==> src/hdl/lsu_pkg.sv <==
`default_nettype none

package lsu_pkg;

  typedef enum logic [1:0] {
    size_byte = 2'd0,
    size_half = 2'd1,
    size_word = 2'd2
  } access_size_t;

  typedef enum logic [2:0] {
    idle       = 3'd0,
    read_addr  = 3'd1,
    read_data  = 3'd2,
    write_addr = 3'd3,
    write_data = 3'd4,
    write_resp = 3'd5,
    finish     = 3'd6
  } lsu_state_t;

endpackage

`default_nettype wire

==> src/hdl/axi_pkg.sv <==
`default_nettype none

package axi_pkg;

  localparam int data_width = 32;

  typedef enum logic [1:0] {
    resp_okay   = 2'b00,
    resp_slverr = 2'b10,
    resp_decerr = 2'b11
  } resp_t;

  localparam logic [31:0] sram_base = 32'h8000_0000;   // region is the top nibble.
  localparam logic [19:0] console_page = 20'h1_0000;   // uart page, bits 31:12.

endpackage

`default_nettype wire
==> src/hdl/lsu.sv <==
`timescale 1ns/1ps
`default_nettype none

module lsu (
  input  logic                               clock,
  input  logic                               reset,
  input  logic                               ren,
  input  logic                               wen,
  input  logic [31:0]                        addr,
  input  lsu_pkg::access_size_t              size,
  input  logic                               sign_extend,
  input  logic [31:0]                        store_data,
  output logic [31:0]                        load_data,
  output logic                               read_done,
  output logic                               write_done,
  output axi_pkg::resp_t                     resp,
  output logic [31:0]                        araddr,
  output logic                               arvalid,
  input  logic                               arready,
  input  logic [axi_pkg::data_width-1:0]     rdata,
  input  axi_pkg::resp_t                     rresp,
  input  logic                               rvalid,
  output logic                               rready,
  output logic [31:0]                        awaddr,
  output logic                               awvalid,
  input  logic                               awready,
  output logic [axi_pkg::data_width-1:0]     wdata,
  output logic [axi_pkg::data_width/8-1:0]   wstrb,
  output logic                               wvalid,
  input  logic                               wready,
  input  axi_pkg::resp_t                     bresp,
  input  logic                               bvalid,
  output logic                               bready
);

  import lsu_pkg::*;

  lsu_state_t  state;
  logic [4:0]  shift;
  logic [3:0]  lanes;
  logic [31:0] load_word;
  logic [31:0] load_value;

  assign shift = {addr[1:0], 3'b000};   // byte offset in bits.

  assign araddr  = addr;
  assign awaddr  = addr;
  assign arvalid = (state == read_addr);
  assign rready  = (state == read_data);
  assign awvalid = (state == write_addr);
  assign wvalid  = (state == write_data);
  assign bready  = (state == write_resp);

  always_comb begin
    case (size)
      size_byte: lanes = 4'b0001;
      size_half: lanes = 4'b0011;
      default:   lanes = 4'b1111;
    endcase
  end

  assign wstrb = lanes << addr[1:0];
  assign wdata = store_data << shift;

  assign load_word = rdata >> shift;

  always_comb begin
    case (size)
      size_byte: load_value = {{24{sign_extend & load_word[7]}}, load_word[7:0]};
      size_half: load_value = {{16{sign_extend & load_word[15]}}, load_word[15:0]};
      default:   load_value = load_word;
    endcase
  end

  always_ff @(posedge clock) begin
    if (reset) begin
      state      <= idle;
      read_done  <= 1'b0;
      write_done <= 1'b0;
    end else begin
      read_done  <= 1'b0;
      write_done <= 1'b0;
      case (state)
        idle: begin
          if (wen) begin
            state <= write_addr;   // write wins.
          end else if (ren) begin
            state <= read_addr;
          end
        end
        read_addr:  if (arready) state <= read_data;
        read_data: begin
          if (rvalid) begin
            read_done <= 1'b1;
            state     <= finish;
          end
        end
        write_addr: if (awready) state <= write_data;
        write_data: if (wready) state <= write_resp;
        write_resp: begin
          if (bvalid) begin
            write_done <= 1'b1;
            state      <= finish;
          end
        end
        default: state <= idle;
      endcase
    end
  end

  always_ff @(posedge clock) begin
    if (state == read_data && rvalid) begin
      load_data <= load_value;
      resp      <= rresp;
    end
    if (state == write_resp && bvalid) begin
      resp <= bresp;
    end
  end

endmodule

`default_nettype wire

==> config.mk <==
export PLATFORM = sky130hd
export DESIGN_NAME = lsu
export DESIGN_NICKNAME = d
export VERILOG_FILES = /design/src/hdl/lsu_pkg.sv /design/src/hdl/axi_pkg.sv /design/src/hdl/lsu.sv
export SDC_FILE = /design/constraint.sdc
export NUM_CORES = 1
export LEC_CHECK = 0
export BUFFER_PORTS_ARGS = -buffer_cell sky130_fd_sc_hd__buf_4
export CAP_MARGIN = 15
export CORE_ASPECT_RATIO = 0.8
export CORE_UTILIZATION = 35
export CTS_BUF_LIST = sky130_fd_sc_hd__clkbuf_2 sky130_fd_sc_hd__clkbuf_4 sky130_fd_sc_hd__clkbuf_8
export DETAILED_ROUTE_END_ITERATION = 7
export PLACE_DENSITY = 0.86
export SYNTH_ARGS = -nofsm -noshare
export SYNTH_HDL_FRONTEND = slang
export SYNTH_SLANG_ARGS = --single-unit
==> constraint.sdc <==
create_clock -name clock -period 2 [get_ports clock]
set_input_delay 0.1 -clock clock [delete_from_list [all_inputs] [get_ports clock]]
set_output_delay 0.1 -clock clock [all_outputs]
set_load 0.01 [all_outputs]
==> results.json <==
{
  "fmax_mhz": 631.9,
  "cts_resized": 0,
  "nNetsFinal": 535,
  "period_share_pct": 79.13,
  "clk_latency_ps": 280,
  "cp-start-kind": "primary input",
  "period_needed_ps": 1583,
  "die_area_sq_um": 8968,
  "ys_ff_latch": 39,
  "cts_max_level": 2,
  "yosysUniqueCellTypes": 34,
  "critPathKind": "primary input to output port",
  "synth_area_leaders": "edfxtp_1, buf_4, mux2i_1, a211oi_1, nor2_1",
  "drive_gt1_share_pct": 43.87,
  "postRouteAntennaNets": 0,
  "cts_tree": "built",
  "grt_pass1_wl_mm": 13.75,
  "rows": 29,
  "post_cts_buffers": 0,
  "grt_max_degree": 41,
  "regArea_sq_um": 1121,
  "grt.overflow.total": 0,
  "fillCellCount": 758,
  "rsz0062_at_grt": "false",
  "status": "complete, no violations",
  "setup_slack_ps": 417.4,
  "slew_viol_final": 0,
  "area_delta_synth_final_pct": 30.75,
  "fin_setup_tns_ps": 0,
  "multiInputGateArea_sq_um": 1290,
  "finalSetupViolCount": 0,
  "worstMarginPinSlew_ps": 528.4,
  "cp_max_fo": 36,
  "io_pins": 253,
  "yosys_warnings": 0,
  "via_count": 2718,
  "yosysTopAreaCell": "edfxtp_1",
  "cts_buffer_depth": 2,
  "start_util_pct": 36.99,
  "max_cap_viol_count": 0,
  "arrival_ps": 1480,
  "globalplace.congestion": 0.9311,
  "synth_edf_count": 34,
  "numCtsBuffers": 5,
  "p_leak_uw": 0.001815,
  "drc_errors": 0,
  "worstHoldStart": "reset",
  "synthCells": 331,
  "crit_required_ps": 1900,
  "pre_cts_ws_ps": 168.3,
  "drt_iter0_drc": 124,
  "avgViaCountPerCell": 5.109,
  "final.setup_skew_ps": 7.266,
  "grt.total_usage_pct": 19.78,
  "hold_violations": 0,
  "cts.sinks": 39,
  "fp.coreArea_sq_um": 8128,
  "grt_pass1_vias": 2494,
  "drt_pass1_iterations": 7,
  "relSlewSlack_pct": 64.64,
  "synth_top_area_share_pct": 33.96,
  "synth_nets": 443,
  "drt-total-wl_mm": 9.390,
  "synthFlopType": "edfxtp_1",
  "yosysSeqAreaShare_pct": 37.29,
  "wl_per_cell_um": 17.65,
  "diodes": 0,
  "cts_hold_buf": 0,
  "hpwl_mm": 7.727,
  "die_w_um": 105.6,
  "antenna_found_initial": 0,
  "fp.dieH_um": 84.90,
  "end_kind": "output port",
  "hp-class": "primary input to flop",
  "vdd_drop_max_mv": 0.3316,
  "p_per_area_nw_per_um2": 665.2,
  "io_buffers": 162,
  "syn_avg_cell_area_sq_um": 9.083,
  "path_clk_slew_ps": 70,
  "yosysMostFrequentCell": "buf_4",
  "cts_root_buffer": "clkbuf_8",
  "synthTopCellsByCount": "buf_4, edfxtp_1, mux2i_1",
  "synthArstFlopShare_pct": 0,
  "critPathLaunch": "addr[0]",
  "r2r_start": "state[0]",
  "syn_area_sq_um": 3007
}
placed cells by master, fill, tap and decap left out, types with 3 or more instances in the layout:
| cell type | netlist | layout |
|---|---|---|
| a211oi_1 | 21 | 21 |
| dfxtp_1 | 5 | 5 |
| nor3_1 | 4 | 4 |
| nor2b_1 | 17 | 17 |
| nor2_1 | 31 | 31 |
| mux2_2 | 4 | 4 |
| clkbuf_8 | 0 | 5 |
| mux2i_1 | 32 | 32 |
| a21oi_1 | 18 | 18 |
| buf_4 | 65 | 169 |
| nand2_1 | 30 | 30 |
| edfxtp_1 | 34 | 34 |
| and2_1 | 9 | 9 |
| nand2b_1 | 4 | 4 |
| o21ai_0 | 19 | 19 |
| inv_1 | 3 | 3 |
state kept, by name (all words and copies together), names as in the netlist:
signal and flops:
write_done 1, read_done 1, resp 2, load_data 32
state 3
area by class of cell:
type | instances | share of cell area, %
Timing Repair Buffer | 170 | 32.78
Tap cell | 108 | 3.437
Sequential cell | 39 | 28.52
Clock buffer | 6 | 1.941
Inverter | 3 | 0.2864
Clock inverter | 2 | 0.2228
Multi-Input combinational cell | 204 | 32.81
power breakdown:
group,switching (uW),internal (uW),total (uW)
Combinational,495,496,991
Sequential,74.4,1040,1110
Clock,258,253,511
stage by stage:
stage               util (%)  std cells  instance area (sq um)  power [uW]  hold slack [ps]
floorplan                  -        331                   3007        1726            169.1
global placement       47.32        524                   3846        2080            200.1
detailed placement     47.32        524                   3846        2116            200.1
CTS                    48.37        532                   3931        2615            17.01
global route           48.37        532                   3931        2732            12.06
finish                 48.37        532                   3931        2615            20.51
per-layer routing:
layer / track usage (%) / share of wire (%) / vias up
met2: 33.85 / 50 / 134
met3: 3.994 / 7.5 / 32
met5: 0 / 0 / -
li1: - / - / 1279
met4: 7.576 / 2.4 / 0
met1: 24.70 / 40 / 1273
critical path, cell delays in order:
cell and delay, ps:
buf_4 240, buf_4 450, mux2i_1 170, nor2_1 300
buf_4 190
path summary, 6_finish.rpt:
check	to	slack, ps	cells after the start
worst max-delay path	wdata[8]	420	5
worst min-delay path	state[2]	20	2
worst max register to register	state[0]	490	3
worst min register to register	state[2]	630	2
logic make-up (layout without fill, tap and decap cells):
kind of cell    count (synthesis)  after routing  share of synthesized area (%)
mux                            37             37                          12.90
simple gates                   99             99                          15.56
flops                          39             39                          37.29
compound gates                 68             68                          14.44
buf+inv                        88            181                          19.81
Power figures use the tool's default switching activity.
