[config.mk]
export PLATFORM = sky130hd
export DESIGN_NAME = axi_lite_decoder
export DESIGN_NICKNAME = d
export VERILOG_FILES = /design/src/hdl/axi_pkg.sv /design/src/hdl/axi_lite_decoder.sv
export SDC_FILE = /design/constraint.sdc
export NUM_CORES = 1
export LEC_CHECK = 0
export ABC_CLOCK_PERIOD_IN_PS = 2600
export BUFFER_PORTS_ARGS = -buffer_cell sky130_fd_sc_hd__buf_2
export CAP_MARGIN = 30
export CORE_AREA = 2 2 147 149
export CTS_CLUSTER_DIAMETER = 120
export DETAILED_ROUTE_END_ITERATION = 8
export DIE_AREA = 0 0 149 151
export GPL_TIMING_DRIVEN = 0
export PLACE_DENSITY_LB_ADDON = 0.3
export SLEW_MARGIN = 5
export SYNTH_ARGS = -nofsm -noshare
export SYNTH_HDL_FRONTEND = slang
export SYNTH_SLANG_ARGS = --single-unit
[constraint.sdc]
create_clock -name clock -period 2.6 [get_ports clock]
set_clock_uncertainty 0.05 [all_clocks]
set_input_delay 0.39 -clock clock [delete_from_list [all_inputs] [get_ports clock]]
set_output_delay 0.39 -clock clock [all_outputs]
set_load 0.005 [all_outputs]
[src/hdl/axi_pkg.sv]
`default_nettype none

package axi_pkg;

  localparam int data_width = 32;

  typedef enum logic [1:0] {
    resp_okay   = 2'b00,
    resp_slverr = 2'b10,
    resp_decerr = 2'b11
  } resp_t;

  localparam logic [31:0] sram_base = 32'h8000_0000;   // region is the top nibble.
  localparam logic [19:0] console_page = 20'h1_0000;   // uart page, bits 31:12.

endpackage

`default_nettype wire
[src/hdl/axi_lite_decoder.sv]
`timescale 1ns/1ps
`default_nettype none

module axi_lite_decoder (
  input  logic                               clock,
  input  logic                               reset,
  input  logic [31:0]                        araddr,
  input  logic                               arvalid,
  output logic                               arready,
  output logic [axi_pkg::data_width-1:0]     rdata,
  output axi_pkg::resp_t                     rresp,
  output logic                               rvalid,
  input  logic                               rready,
  input  logic [31:0]                        awaddr,
  input  logic                               awvalid,
  output logic                               awready,
  input  logic [axi_pkg::data_width-1:0]     wdata,
  input  logic [axi_pkg::data_width/8-1:0]   wstrb,
  input  logic                               wvalid,
  output logic                               wready,
  output axi_pkg::resp_t                     bresp,
  output logic                               bvalid,
  input  logic                               bready,
  output logic [31:0]                        sram_araddr,
  output logic                               sram_arvalid,
  input  logic                               sram_arready,
  input  logic [axi_pkg::data_width-1:0]     sram_rdata,
  input  axi_pkg::resp_t                     sram_rresp,
  input  logic                               sram_rvalid,
  output logic                               sram_rready,
  output logic [31:0]                        sram_awaddr,
  output logic                               sram_awvalid,
  input  logic                               sram_awready,
  output logic [axi_pkg::data_width-1:0]     sram_wdata,
  output logic [axi_pkg::data_width/8-1:0]   sram_wstrb,
  output logic                               sram_wvalid,
  input  logic                               sram_wready,
  input  axi_pkg::resp_t                     sram_bresp,
  input  logic                               sram_bvalid,
  output logic                               sram_bready,
  output logic                               console_arvalid,
  input  logic                               console_arready,
  input  logic [axi_pkg::data_width-1:0]     console_rdata,
  input  axi_pkg::resp_t                     console_rresp,
  input  logic                               console_rvalid,
  output logic                               console_rready,
  output logic                               console_awvalid,
  input  logic                               console_awready,
  output logic [axi_pkg::data_width-1:0]     console_wdata,
  output logic [axi_pkg::data_width/8-1:0]   console_wstrb,
  output logic                               console_wvalid,
  input  logic                               console_wready,
  input  axi_pkg::resp_t                     console_bresp,
  input  logic                               console_bvalid,
  output logic                               console_bready
);

  import axi_pkg::*;

  typedef enum logic [1:0] {tgt_sram, tgt_console, tgt_none} target_t;

  target_t     target;
  target_t     addr_target;
  logic        busy;
  logic        err_rvalid;
  logic        err_bvalid;
  logic        sel_arready;
  logic        sel_awready;
  logic [31:0] req_addr;

  assign req_addr = arvalid ? araddr : awaddr;

  always_comb begin
    if (req_addr[31:28] == sram_base[31:28]) begin
      addr_target = tgt_sram;
    end else if (req_addr[31:12] == console_page) begin
      addr_target = tgt_console;
    end else begin
      addr_target = tgt_none;   // answered here.
    end
  end

  assign sram_araddr     = araddr - sram_base;   // byte offset into the region.
  assign sram_awaddr     = awaddr - sram_base;
  assign sram_arvalid    = !busy && arvalid && addr_target == tgt_sram;
  assign sram_awvalid    = !busy && awvalid && addr_target == tgt_sram;
  assign console_arvalid = !busy && arvalid && addr_target == tgt_console;
  assign console_awvalid = !busy && awvalid && addr_target == tgt_console;

  assign sel_arready = addr_target == tgt_sram    ? sram_arready :
                       addr_target == tgt_console ? console_arready : 1'b1;
  assign sel_awready = addr_target == tgt_sram    ? sram_awready :
                       addr_target == tgt_console ? console_awready : 1'b1;
  assign arready = !busy && arvalid && sel_arready;
  assign awready = !busy && awvalid && sel_awready;

  assign sram_wdata     = wdata;
  assign sram_wstrb     = wstrb;
  assign console_wdata  = wdata;
  assign console_wstrb  = wstrb;
  assign sram_wvalid    = busy && target == tgt_sram && wvalid;
  assign console_wvalid = busy && target == tgt_console && wvalid;
  assign sram_rready    = busy && target == tgt_sram && rready;
  assign console_rready = busy && target == tgt_console && rready;
  assign sram_bready    = busy && target == tgt_sram && bready;
  assign console_bready = busy && target == tgt_console && bready;

  always_comb begin
    rdata = '0;
    rresp = resp_decerr;
    bresp = resp_decerr;
    case (target)
      tgt_sram: begin
        rvalid = sram_rvalid;
        rdata  = sram_rdata;
        rresp  = sram_rresp;
        wready = sram_wready;
        bvalid = sram_bvalid;
        bresp  = sram_bresp;
      end
      tgt_console: begin
        rvalid = console_rvalid;
        rdata  = console_rdata;
        rresp  = console_rresp;
        wready = console_wready;
        bvalid = console_bvalid;
        bresp  = console_bresp;
      end
      default: begin
        rvalid = err_rvalid;
        wready = !err_bvalid;
        bvalid = err_bvalid;
      end
    endcase
    if (!busy) begin
      rvalid = 1'b0;
      wready = 1'b0;
      bvalid = 1'b0;
    end
  end

  always_ff @(posedge clock) begin
    if (reset) begin
      busy       <= 1'b0;
      target     <= tgt_none;
      err_rvalid <= 1'b0;
      err_bvalid <= 1'b0;
    end else if (arvalid && arready || awvalid && awready) begin
      busy       <= 1'b1;
      target     <= addr_target;
      err_rvalid <= arvalid && addr_target == tgt_none;
    end else if (rvalid && rready || bvalid && bready) begin
      busy       <= 1'b0;
      err_rvalid <= 1'b0;
      err_bvalid <= 1'b0;
    end else if (target == tgt_none && wvalid && wready) begin
      err_bvalid <= 1'b1;
    end
  end

endmodule

`default_nettype wire

==> flow_summary.yaml <==
worst_setup_path:
  cp_max_fo: 10
  critPathLaunchType: "register"
  cpMostUsedCell: "clkbuf_1"
  cp-end-kind: "primary output"
  path_buf_inv: 4
  r2r_setup_slack_ns: 0.75
  path_cells: "clkbuf_1 -> clkbuf_2 -> clkbuf_1 -> nor2_1 -> buf_2"
  criticalPathCategory: "reg2out"
  cp_slowest_cell: "clkbuf_1"
  cp.required_ns: 2.16
  cp_top_family: "buffers and inverters"
  worstPathArrival_ns: 1.93
  slowest_delay_ns: 0.43
sta:
  layout_setup_ws_ns: 0.2255
  period_minus_slack_ns: 2.375
  rsz0062_at_grt: "no"
  fmax_ghz: 0.4211
  fin_setup_tns_ns: 0
  timing_hold_violations_final: 0
  maxSlewViolCount: 0
  tightest_slew_ns: 0.8066
  setup_viol_count_final: 0
  max-slew-margin-rel_pct: 46.23
  period_share_pct: 91.33
clock_tree:
  clk_latency_ns: 0.22
  ctsHoldBuffers: 0
  cts_tree: "built"
  htree_levels: 1
  clock-sinks: 5
  root_buffer: "clkbuf_16"
  cts_setup_buffers: 0
  clkSlewWorstSetupHoldPaths_ns: 0.03
  ctsLongestPathBuffers: 2
  cts_buffers: 3
power:
  intPower_uw: 593.1
  ir_worst_vdd_uv: 128.7
  p_switching_uw: 219.2
  p_seq_share_pct: 10.4
  pwr-share-comb_pct: 59.0
  clockPowerShare_pct: 30.6
  power_density_nw_per_um2: 196.1
  sw_frac_of_total_pct: 26.99
  power.leakage_uw: 0.002362
final_layout:
  nNetsFinal: 799
  fillers: 2380
  final_area_um2: 4143
  n_antenna_cell: 0
  drive_above_1_share_pct: 76.52
  areaGrowthSynthToFinish_pct: 94.31
floorplan:
  fp.dieArea_um2: 22500
  pin_count: 376
  die_h_um: 151
  die-width_um: 149
  initial_core_util_pct: 10.24
  core_area_um2: 20820
  rows: 53
global_route:
  overflow: 0
  antenna_found_initial: 1
  track_usage_pct: 7.796
  grt_pass1_wl_um: 13660
  grt_pass1_vias: 2592
  grt_max_degree: 11
placed_design:
  dp_slack_ns: -0.03684
  place_congestion: 0.7355
  port_buffers: 314
  hpwlAfterDp_um: 9538
  place_area_um2: 4048
drt:
  vias: 2888
  drc: 0
  wl_per_cell_um: 11.77
  vias_per_cell: 3.267
  drtAntennaViolNets: 0
  first_pass_iters: 4
  drtIter0Drc: 40
  drt-total-wl_um: 10400
logic_synthesis:
  syn-mean-instance-area_um2: 7.327
  synth_cells: 291
  ys_types: 34
  synth_area_um2: 2132
  ys_seq_elements: 5
  synth_nets: 480
  yosys_warnings: 0
  ys_seq_area_share_pct: 4.695
run_status:
  status: "completed"
worst_hold_path:
  hold_path_class: "reg2reg"
run:
  max-cap-violations: 0
stage by stage:
step | total power [uW] | utilization, % | cells | hold WS, ns
global placement | 572.9 | 19.44 | 880 | 0.4675
floorplan | 323.7 | - | 291 | 0.3813
detailed placement | 571.8 | 19.44 | 880 | 0.4379
CTS | 826.1 | 19.84 | 884 | 0.4472
global route | 874.5 | 19.90 | 884 | 0.4907
finish | 812.3 | 19.90 | 884 | 0.4580
kinds of logic (layout without fill, tap and decap cells):
family                 after synthesis  in the layout  share of synthesized area, %
buffers and inverters              149            467                         50.35
AO/OA/AOI/OAI                       17             17                         6.866
flip-flops                           5              5                         4.695
multiplexers                        38             38                         18.19
AND/OR/NAND/NOR                     82             82                         19.89
path summary, 6_finish.rpt:
kind | from | to | cells after the start
setup / recovery | target[1] | rdata[0] | 5
setup reg to reg | busy | target[0] | 6
hold / removal | err_bvalid | err_bvalid | 2
hold reg to reg | err_bvalid | err_bvalid | 2
final cells by class:
type                            instances  area (um2)  area share [%]
Multi-Input combinational cell        137       973.4           23.50
Clock buffer                            4       78.83           1.903
Timing Repair Buffer                  314        1572           37.93
Buffer                                146        1064           25.67
Sequential cell                         5       100.1           2.416
Tap cell                              275       344.1           8.306
Inverter                                3       11.26          0.2718
power groups by stage:
| stage | Clock, uW | Combinational, uW | Sequential, uW |
|---|---|---|---|
| after floorplan | 0 | 239 | 84.5 |
| after global placement | 0 | 487 | 86.2 |
| after detailed placement | 0 | 486 | 85.9 |
| after CTS | 253 | 488 | 85.0 |
| after global routing | 262 | 527 | 85.7 |
| final | 248 | 479 | 84.8 |
registers in the layout, indices dropped and copies added (netlist names):
name	cells
err_rvalid	1
busy	1
err_bvalid	1
target	2
Yosys cell counts:
master    number  area [um2]
a21oi_2        2       17.52
clkbuf_1       7       26.28
a41oi_1        1       8.760
buf_2          3       15.01
o22ai_1        1       6.260
buf_6          1       11.26
and2_1        11       68.82
nor2_2         1       6.260
o22ai_2        1       12.51
o21ai_1        1       5.000
nor4_1         8       50.05
nor4b_2        1       15.01
nand4_1        2       12.51
a221o_1        1       10.01
nand4b_1       1       8.760
o211a_1        2       20.02
nand2b_1       5       31.28
and3b_1        2       17.52
o21bai_2       1       11.26
dfxtp_1        5       100.1
nand2_1        1       3.750
o21bai_1       2       15.01
mux2_1         2       22.52
nor3_1         2       10.01
a21oi_1        1       5.000
mux2_4         1       15.01
buf_4        134        1006
nor2_1        44       165.2
buf_1          1       3.750
a211o_1        4       35.03
nor3b_1        3       22.52
nor3b_2        1       12.51
inv_1          3       11.26
mux2i_1       35       350.3
per-layer routing:
layer  part of all wire, %  wire length, um  vias up  global-route usage, %
met3                   8.7              904        4                  1.024
met1                    37             3829     1224                  8.814
met2                    54             5591      188                  15.48
met4                  0.61               63        2                  1.571
li1                      -                -     1470                      -
met5                  0.12               13        -                      0
tightest hold or removal path, stage by stage (launching register included):
cell	delay, ns
dfxtp_1	0.33
a41oi_1	0.06
nor2_1	0.08
cells in the final DEF (no fill, tap or decap), types with 2 or more instances in the layout:
cell | netlist | layout
nor3_1 | 2 | 2
dfxtp_1 | 5 | 5
nor4_1 | 8 | 8
clkbuf_16 | 0 | 3
nor3b_1 | 3 | 3
clkbuf_1 | 7 | 7
mux2_1 | 2 | 2
a211o_1 | 4 | 4
and2_1 | 11 | 11
nor2_2 | 1 | 2
inv_1 | 3 | 3
o21bai_1 | 2 | 2
buf_4 | 134 | 134
o211a_1 | 2 | 2
nand4_1 | 2 | 2
nor2_1 | 44 | 43
nand2b_1 | 5 | 5
buf_2 | 3 | 317
a21oi_2 | 2 | 2
mux2i_1 | 35 | 34
and3b_1 | 2 | 2
what timing repair did:
action	in CTS	in global routing
pin swaps	0	1
gates cloned	0	0
endpoints found under the setup margin	16	1
gates resized for setup	2	2
Power figures use the tool's default switching activity.
