==> src/hdl/axi_pkg.sv <==
`default_nettype none

package axi_pkg;

  localparam int data_width = 32;

  typedef enum logic [1:0] {
    resp_okay   = 2'b00,
    resp_slverr = 2'b10,
    resp_decerr = 2'b11
  } resp_t;

  localparam logic [31:0] sram_base = 32'h8000_0000;   // region is the top nibble.
  localparam logic [19:0] console_page = 20'h1_0000;   // uart page, bits 31:12.

endpackage

`default_nettype wire
==> src/hdl/axi_lite_console.sv <==
`timescale 1ns/1ps
`default_nettype none

module axi_lite_console (
  input  logic                               clock,
  input  logic                               reset,
  input  logic                               arvalid,
  output logic                               arready,
  output logic [axi_pkg::data_width-1:0]     rdata,
  output axi_pkg::resp_t                     rresp,
  output logic                               rvalid,
  input  logic                               rready,
  input  logic                               awvalid,
  output logic                               awready,
  input  logic [axi_pkg::data_width-1:0]     wdata,
  input  logic [axi_pkg::data_width/8-1:0]   wstrb,
  input  logic                               wvalid,
  output logic                               wready,
  output axi_pkg::resp_t                     bresp,
  output logic                               bvalid,
  input  logic                               bready,
  output logic [7:0]                         char_data,
  output logic                               char_valid
);

  import axi_pkg::*;

  logic                  aw_taken;
  logic [data_width-1:0] char_count;

  assign arready = arvalid && !rvalid;
  assign awready = awvalid && !aw_taken && !bvalid;
  assign wready  = wvalid && aw_taken;
  assign rresp   = resp_okay;
  assign bresp   = resp_okay;

  always_ff @(posedge clock) begin
    if (reset) begin
      rvalid     <= 1'b0;
      bvalid     <= 1'b0;
      aw_taken   <= 1'b0;
      char_valid <= 1'b0;
      char_count <= '0;
    end else begin
      char_valid <= 1'b0;
      if (arvalid && arready) rvalid <= 1'b1;
      else if (rready) rvalid <= 1'b0;
      if (awvalid && awready) aw_taken <= 1'b1;
      if (wvalid && wready) begin
        aw_taken <= 1'b0;
        bvalid   <= 1'b1;
        if (wstrb[0]) begin   // only lane 0 prints.
          char_valid <= 1'b1;
          char_count <= char_count + 1'b1;
        end
      end else if (bready) begin
        bvalid <= 1'b0;
      end
    end
  end

  always_ff @(posedge clock) begin
    if (arvalid && arready) rdata <= char_count;
    if (wvalid && wready) char_data <= wdata[7:0];
  end

endmodule

`default_nettype wire

==> config.mk <==
export PLATFORM = sky130hd
export DESIGN_NAME = axi_lite_console
export DESIGN_NICKNAME = d
export VERILOG_FILES = /design/src/hdl/axi_pkg.sv /design/src/hdl/axi_lite_console.sv
export SDC_FILE = /design/constraint.sdc
export NUM_CORES = 1
export LEC_CHECK = 0
export ABC_CLOCK_PERIOD_IN_PS = 3920
export BUFFER_PORTS_ARGS = -buffer_cell sky130_fd_sc_hd__buf_4
export CAP_MARGIN = 20
export CORE_UTILIZATION = 40
export DETAILED_ROUTE_END_ITERATION = 12
export PLACE_DENSITY = 0.72
export SKIP_LAST_GASP = 1
export SYNTH_ARGS = -nofsm -noshare
export SYNTH_HDL_FRONTEND = slang
export SYNTH_SLANG_ARGS = --single-unit
==> constraint.sdc <==
create_clock -name clock -period 3.92 [get_ports clock]
set_clock_uncertainty 0.2 [all_clocks]
set_input_delay 0.392 -clock clock [delete_from_list [all_inputs] [get_ports clock]]
set_output_delay 0.392 -clock clock [all_outputs]
set_load 0.05 [all_outputs]
==> impl_metrics.yaml, run 1 <==
place:
  portBuffers: 61
  place_congestion: 0.7314
  hpwl_mm: 3.701
yosys:
  ys_warn_count: 0
  synth_cell_types: 36
  yosys-top-cells-area: "edfxtp_1, dfxtp_1, or4_1"
  synthFlopType: "edfxtp_1"
  yosys.area.top_type_share_pct: 41.01
  synth_top_cell_by_area: "edfxtp_1"
  avgSynthCellArea_um2: 12.05
  ys_seq_area_share_pct: 65.61
  synth-edff-count: 40
  ys_seq_elements: 76
  syn_area_mm2: 0.002929
  syn_inst: 243
  postSynth.asyncResetShare_pct: 0
critical_path:
  crit_slowest_cell: "or4_1"
  crit_top_cell: "or4_1"
  r2r_cells: 5
  reg2reg_from: "char_count[0]"
  r2r_end: "char_count[26]"
  worstPathRequired_ps: 3990
  crit_path_max_fanout: 8
  critical_path_class: "reg2reg"
  slowest_delay_ps: 690
  r2r_slack_ps: 1510
  timing.critical_path.buf_inv: 0
  critical-path-top-delay-family: "simple AND/OR/NAND/NOR gates"
  cp-end-kind: "flip-flop"
  startpoint_type: "flip-flop"
  crit_chain: "ha_1 > nand4_1 > or4_1 > or4_1 > a21oi_1"
  critical_path_arrival_ps: 2480
layout:
  layout-drive-gt1-share_pct: 26.86
  multi_input_area_um2: 914.6
  nNetsFinal: 348
  layout_commonest_cell: "buf_4"
  regArea_mm2: 0.001922
  fillers: 626
  area_growth_pct: 25.16
  final_cell_mix: "buf_4, edfxtp_1, dfxtp_1"
  diodes: 0
timing:
  finalMaxSlewViolations: 0
  finalSetupViolCount: 0
  period_minus_slack_ps: 2412
  fmax_mhz: 414.6
  finalCritPeriodShare_pct: 61.53
  setup_tns_ps: 0
  slew_headroom_pct: 61.86
  rsz0062_at_grt: "no"
  hold_viol_final: 0
  hold_ws_ps: 23.82
  worst_slew_pin_slew_ps: 569.5
worst_hold_path:
  min_path_type: "in2reg"
  holdPathStages: 1
  hp-start: "wdata[1]"
  holdPathEnd: "char_data[1]"
run_status:
  outcome: "finished clean"
clocking:
  cts_resized: 0
  path_clk_slew_ps: 70
  cts-htree-levels: 3
  cts_buffers: 9
  cts_root_buffer: "clkbuf_8"
  cts_hold_buf: 0
  post_cts_buffers: 0
  cts_tree: "yes"
  cts_sinks: 76
  clk_latency_ps: 340
  clock_path_buffers: 2
drt:
  drtIter0Drc: 76
  vias: 2103
  drtPass1Iterations: 4
  routed_wl_mm: 5.449
  drc: 0
  ant_nets: 0
  via_per_inst: 5.193
  avgRoutedWirePerCell_um: 13.45
power_and_ir_drop:
  irDropWorstVdd_mv: 0.1912
  p_per_area_mw_per_mm2: 457.0
  p_leak_nw: 1.280
floorplanning:
  fp-row-count: 30
  die_x_um: 87.57
  start_util_pct: 42.18
  coreArea_mm2: 0.006944
  io_pins: 93
  dieArea_mm2: 0.007669
  die_y_um: 87.57
run:
  drv_cap: 0
global_route:
  grt_pass1_vias: 1895
  gr-usage-all-layers_pct: 15.02
  antenna_found_initial: 0
  grt.overflow.total: 0
  grt_pass1_wl_mm: 8.618
  grt_start_max_net_pins: 38
cells in the mapped netlist (2+ instances only):
library cell / number
clkbuf_1: 8
xnor2_1: 5
and4_1: 4
or4_1: 18
nand3_1: 9
edfxtp_1: 40
a21oi_1: 23
o21ai_0: 5
xor2_1: 4
nand4_1: 10
nor2_1: 14
nor3_1: 3
or3_1: 6
nor4_1: 3
dfxtp_1: 36
nor2b_1: 2
buf_4: 4
o31ai_1: 15
inv_1: 7
nand2_1: 11
worst reg2reg max path: stages (launching register included):
cell	delay (ps)
dfxtp_1	430
ha_1	200
nand4_1	150
or4_1	690
or4_1	530
a21oi_1	160
area by class of cell:
class                   count  share of cell area, %
flip-flops and latches     76                  52.42
multi-input cells         148                  24.95
repair buffers             62                  12.70
clock buffers              12                  3.959
well taps                  96                  3.276
clock inverters             4                  1.980
inverters                   7                 0.7167
where the power goes:
| group | total [W] | leakage (nW) | internal [W] | switching, W |
|---|---|---|---|---|
| Sequential | 0.000867 | 0.680 | 0.000859 | 0.00000807 |
| Combinational | 0.000164 | 0.493 | 0.0000423 | 0.000121 |
| Clock | 0.000644 | 0.107 | 0.000375 | 0.000269 |
| Total | 0.00168 | 1.28 | 0.00128 | 0.000398 |
state kept, by name (all words and copies together) (netlist names):
register,cells
rvalid,1
bvalid,1
char_valid,1
rdata,32
aw_taken,1
char_data,8
char_count,32
how the worst max path moves through the flow:
stage | from | end | slack (ps) | depth (start not counted)
after floorplan | rvalid | rdata[0] | 630 | 1
final | char_count[0] | char_count[26] | 1510 | 5
after global routing | char_count[0] | char_count[26] | 1350 | 5
after CTS | char_count[0] | char_count[26] | 1490 | 5
after detailed placement | wvalid | char_count[31] | 1480 | 5
after global placement | wvalid | char_count[31] | 1550 | 5
through the flow:
| stage | utilization, % | instances | total power, W | cell area (µm²) | worst slack [ps] |
|---|---|---|---|---|---|
| after floorplan | - | 246 | 0.001000 | 2940 | 627.6 |
| after global placement | 49.66 | 389 | 0.001049 | 3448 | 1549 |
| after detailed placement | 49.66 | 389 | 0.001051 | 3448 | 1478 |
| after CTS | 52.79 | 405 | 0.001690 | 3666 | 1491 |
| after global routing | 52.79 | 405 | 0.001737 | 3666 | 1346 |
| final | 52.79 | 405 | 0.001675 | 3666 | 1508 |
logic make-up (layout without fill, tap and decap cells):
kind of cell	count (synthesis)	count (layout)	synth area share [%]
flops	76	76	65.61
mux	1	1	0.3844
compound gates	46	46	9.526
other cells	1	4	0.1280
simple gates	87	87	17.60
xor+xnor	9	9	2.691
buf+inv	22	85	3.631
fa+ha+maj	1	1	0.4271
routing by layer:
metal	GRT usage (%)	routed length, µm	vias up
li1	-	-	1042
met1	17.48	2301	996
met2	24.43	2744	54
met3	3.770	249	11
met4	10.43	154	0
met5	0	0	-
Note: power is estimated with default switching activity, not from simulation.
==> run 2, diff against run 1 <==
--- a/config.mk
+++ b/config.mk
@@ -5,7 +5,7 @@
 export SDC_FILE = /design/constraint.sdc
 export NUM_CORES = 1
 export LEC_CHECK = 0
-export ABC_CLOCK_PERIOD_IN_PS = 3920
+export ABC_CLOCK_PERIOD_IN_PS = 2350
 export BUFFER_PORTS_ARGS = -buffer_cell sky130_fd_sc_hd__buf_4
 export CAP_MARGIN = 20
 export CORE_UTILIZATION = 40
==> constraint.sdc (replaced) <==
create_clock -name clock -period 2.35 [get_ports clock]
set_clock_uncertainty 0.2 [all_clocks]
set_input_delay 0.235 -clock clock [delete_from_list [all_inputs] [get_ports clock]]
set_output_delay 0.235 -clock clock [all_outputs]
set_load 0.05 [all_outputs]
==> impl_metrics.yaml, run 2 (synthesis gave the netlist of run 1 again) <==
run_status:
  outcome: "finished clean"
worst_hold_path:
  min_path_type: "in2reg"
  hp-start: "wvalid"
  holdPathStages: 4
  holdPathEnd: "aw_taken"
critical_path:
  startpoint_type: "flip-flop"
  cp-end-kind: "flip-flop"
  crit_path_max_fanout: 9
  timing.critical_path.buf_inv: 0
  critical-path-top-delay-family: "simple AND/OR/NAND/NOR gates"
  r2r_cells: 4
  critical_path_class: "reg2reg"
  crit_slowest_cell: "or4_1"
  r2r_end: "char_count[31]"
  critical_path_arrival_ps: 2270
  worstPathRequired_ps: 2390
  r2r_slack_ps: 120
  reg2reg_from: "char_count[20]"
  startpoint: "char_count[20]"
  crit_chain: "nand4_1 > or4_1 > nor4_1 > mux2_2"
  slowest_delay_ps: 680
global_route:
  antenna_found_initial: 0
  grt_pass1_wl_mm: 9.804
  grt_start_max_net_pins: 38
  gr-usage-all-layers_pct: 17.03
  grt_pass1_vias: 2104
  grt.overflow.total: 0
drt:
  drc: 0
  routed_wl_mm: 6.041
  drtPass1Iterations: 4
  drtIter0Drc: 114
  vias: 2234
  ant_nets: 0
  avgRoutedWirePerCell_um: 13.89
  via_per_inst: 5.136
timing:
  finalMaxSlewViolations: 0
  finalSetupViolCount: 0
  hold_viol_final: 0
  period_minus_slack_ps: 2230
  finalCritPeriodShare_pct: 94.90
  fmax_mhz: 448.4
  rsz0062_at_grt: "no"
  setup_tns_ps: 0
  slew_headroom_pct: 65.77
  worst_slew_pin_slew_ps: 512.3
clocking:
  cts_root_buffer: "clkbuf_8"
  post_cts_buffers: 0
  cts_tree: "yes"
  cts-htree-levels: 3
  path_clk_slew_ps: 70
  cts_buffers: 9
  clk_latency_ps: 340
  cts_sinks: 76
  clock_path_buffers: 2
layout:
  fin_cells: 435
  final_cell_mix: "buf_4, edfxtp_1, dfxtp_1"
  area_growth_pct: 32.93
  layout-drive-gt1-share_pct: 30.97
  diodes: 0
  reg_top3: "char_count x32, rdata x32, char_data x8"
  nNetsFinal: 378
  layout_commonest_cell: "buf_4"
floorplanning:
  fp-row-count: 30
  start_util_pct: 42.18
  dieArea_mm2: 0.007669
  die_x_um: 87.57
  io_pins: 93
  coreArea_mm2: 0.006944
  die_y_um: 87.57
run:
  drv_cap: 0
power_and_ir_drop:
  p_sw_w: 0.0006751
  p_per_area_mw_per_mm2: 675.7
  p_leak_nw: 1.414
  clock_power_share_pct: 33.8
  p_comb_share_pct: 11.2
  power.share.switching_pct: 25.66
  intPower_w: 0.001956
  power.share.sequential_pct: 55.0
  irDropWorstVdd_mv: 0.3527
place:
  portBuffers: 61
  hpwl_mm: 4.027
  dp.cells: 408
  place_congestion: 0.7514
run 2: changes by cell type in the layout (fill, tap and decap cells not counted), sizes merged:
cell / before / now
buf: 62 / 81
bufinv: 2 / 0
clkinv: 1 / 2
clkinvlp: 1 / 2
dlygate4sd3: 0 / 11
run 2: per-layer routing:
layer | global-route usage, % | vias to the layer above | share of wire [%]
met2 | 27.63 | 67 | 51
met4 | 9.985 | 0 | 2.2
met1 | 20.73 | 1060 | 42
met3 | 4.147 | 7 | 4.6
li1 | - | 1100 | -
met5 | 0 | - | 0
run 2: what timing repair did:
action | in CTS | in global routing
resized for setup | 1 | 2
pin swaps | 0 | 1
hold buffers | 11 | 0
endpoints found under the hold margin | 10 | 0
setup endpoints to repair | 1 | 5
run 2: power by group through the flow:
stage | Combinational (W) | Clock, W | Sequential (W)
2_1_floorplan | 0.0000667 | 0 | 0.00160
3_3_place_gp | 0.000278 | 0 | 0.00148
3_5_place_dp | 0.000281 | 0 | 0.00148
4_1_cts | 0.000296 | 0.000908 | 0.00145
5_1_grt | 0.000308 | 0.000968 | 0.00145
6_report | 0.000295 | 0.000889 | 0.00145
run 2: layout make-up:
cell class                 count  area, µm²
tap                           96      120.1
inverter                       7      26.28
clock buffer                  12      155.1
sequential                    76       1923
clock inverter                 4      23.77
fill                         593       3050
multi-input combinational    148      927.1
timing repair buffer          92      718.2
run 2: worst max path at each step:
stage,end,depth (start not counted)
2_1_floorplan,char_count[28],6
3_3_place_gp,char_count[28],5
3_5_place_dp,char_count[30],5
4_1_cts,char_count[19],4
5_1_grt,char_count[31],4
6_report,char_count[31],4
run 2: through the flow:
stage               utilization [%]  total power (W)  hold WS, ps  worst slack (ps)  cell area [µm²]
finish                        56.07         0.002631        69.91             119.8             3894
detailed placement            51.78         0.001758        214.3             13.58             3596
CTS                           56.00         0.002651        56.47             30.91             3889
global placement              51.78         0.001754        213.6             74.68             3596
floorplan                         -         0.001669        133.9             144.6             2948
global route                  56.07         0.002727        80.22             31.90             3894
run 2: worst reg2reg max path: stages, from the launching register on:
cell     delay [ps]
dfxtp_1         410
nand4_1         190
or4_1           680
nor4_1          280
mux2_2          370
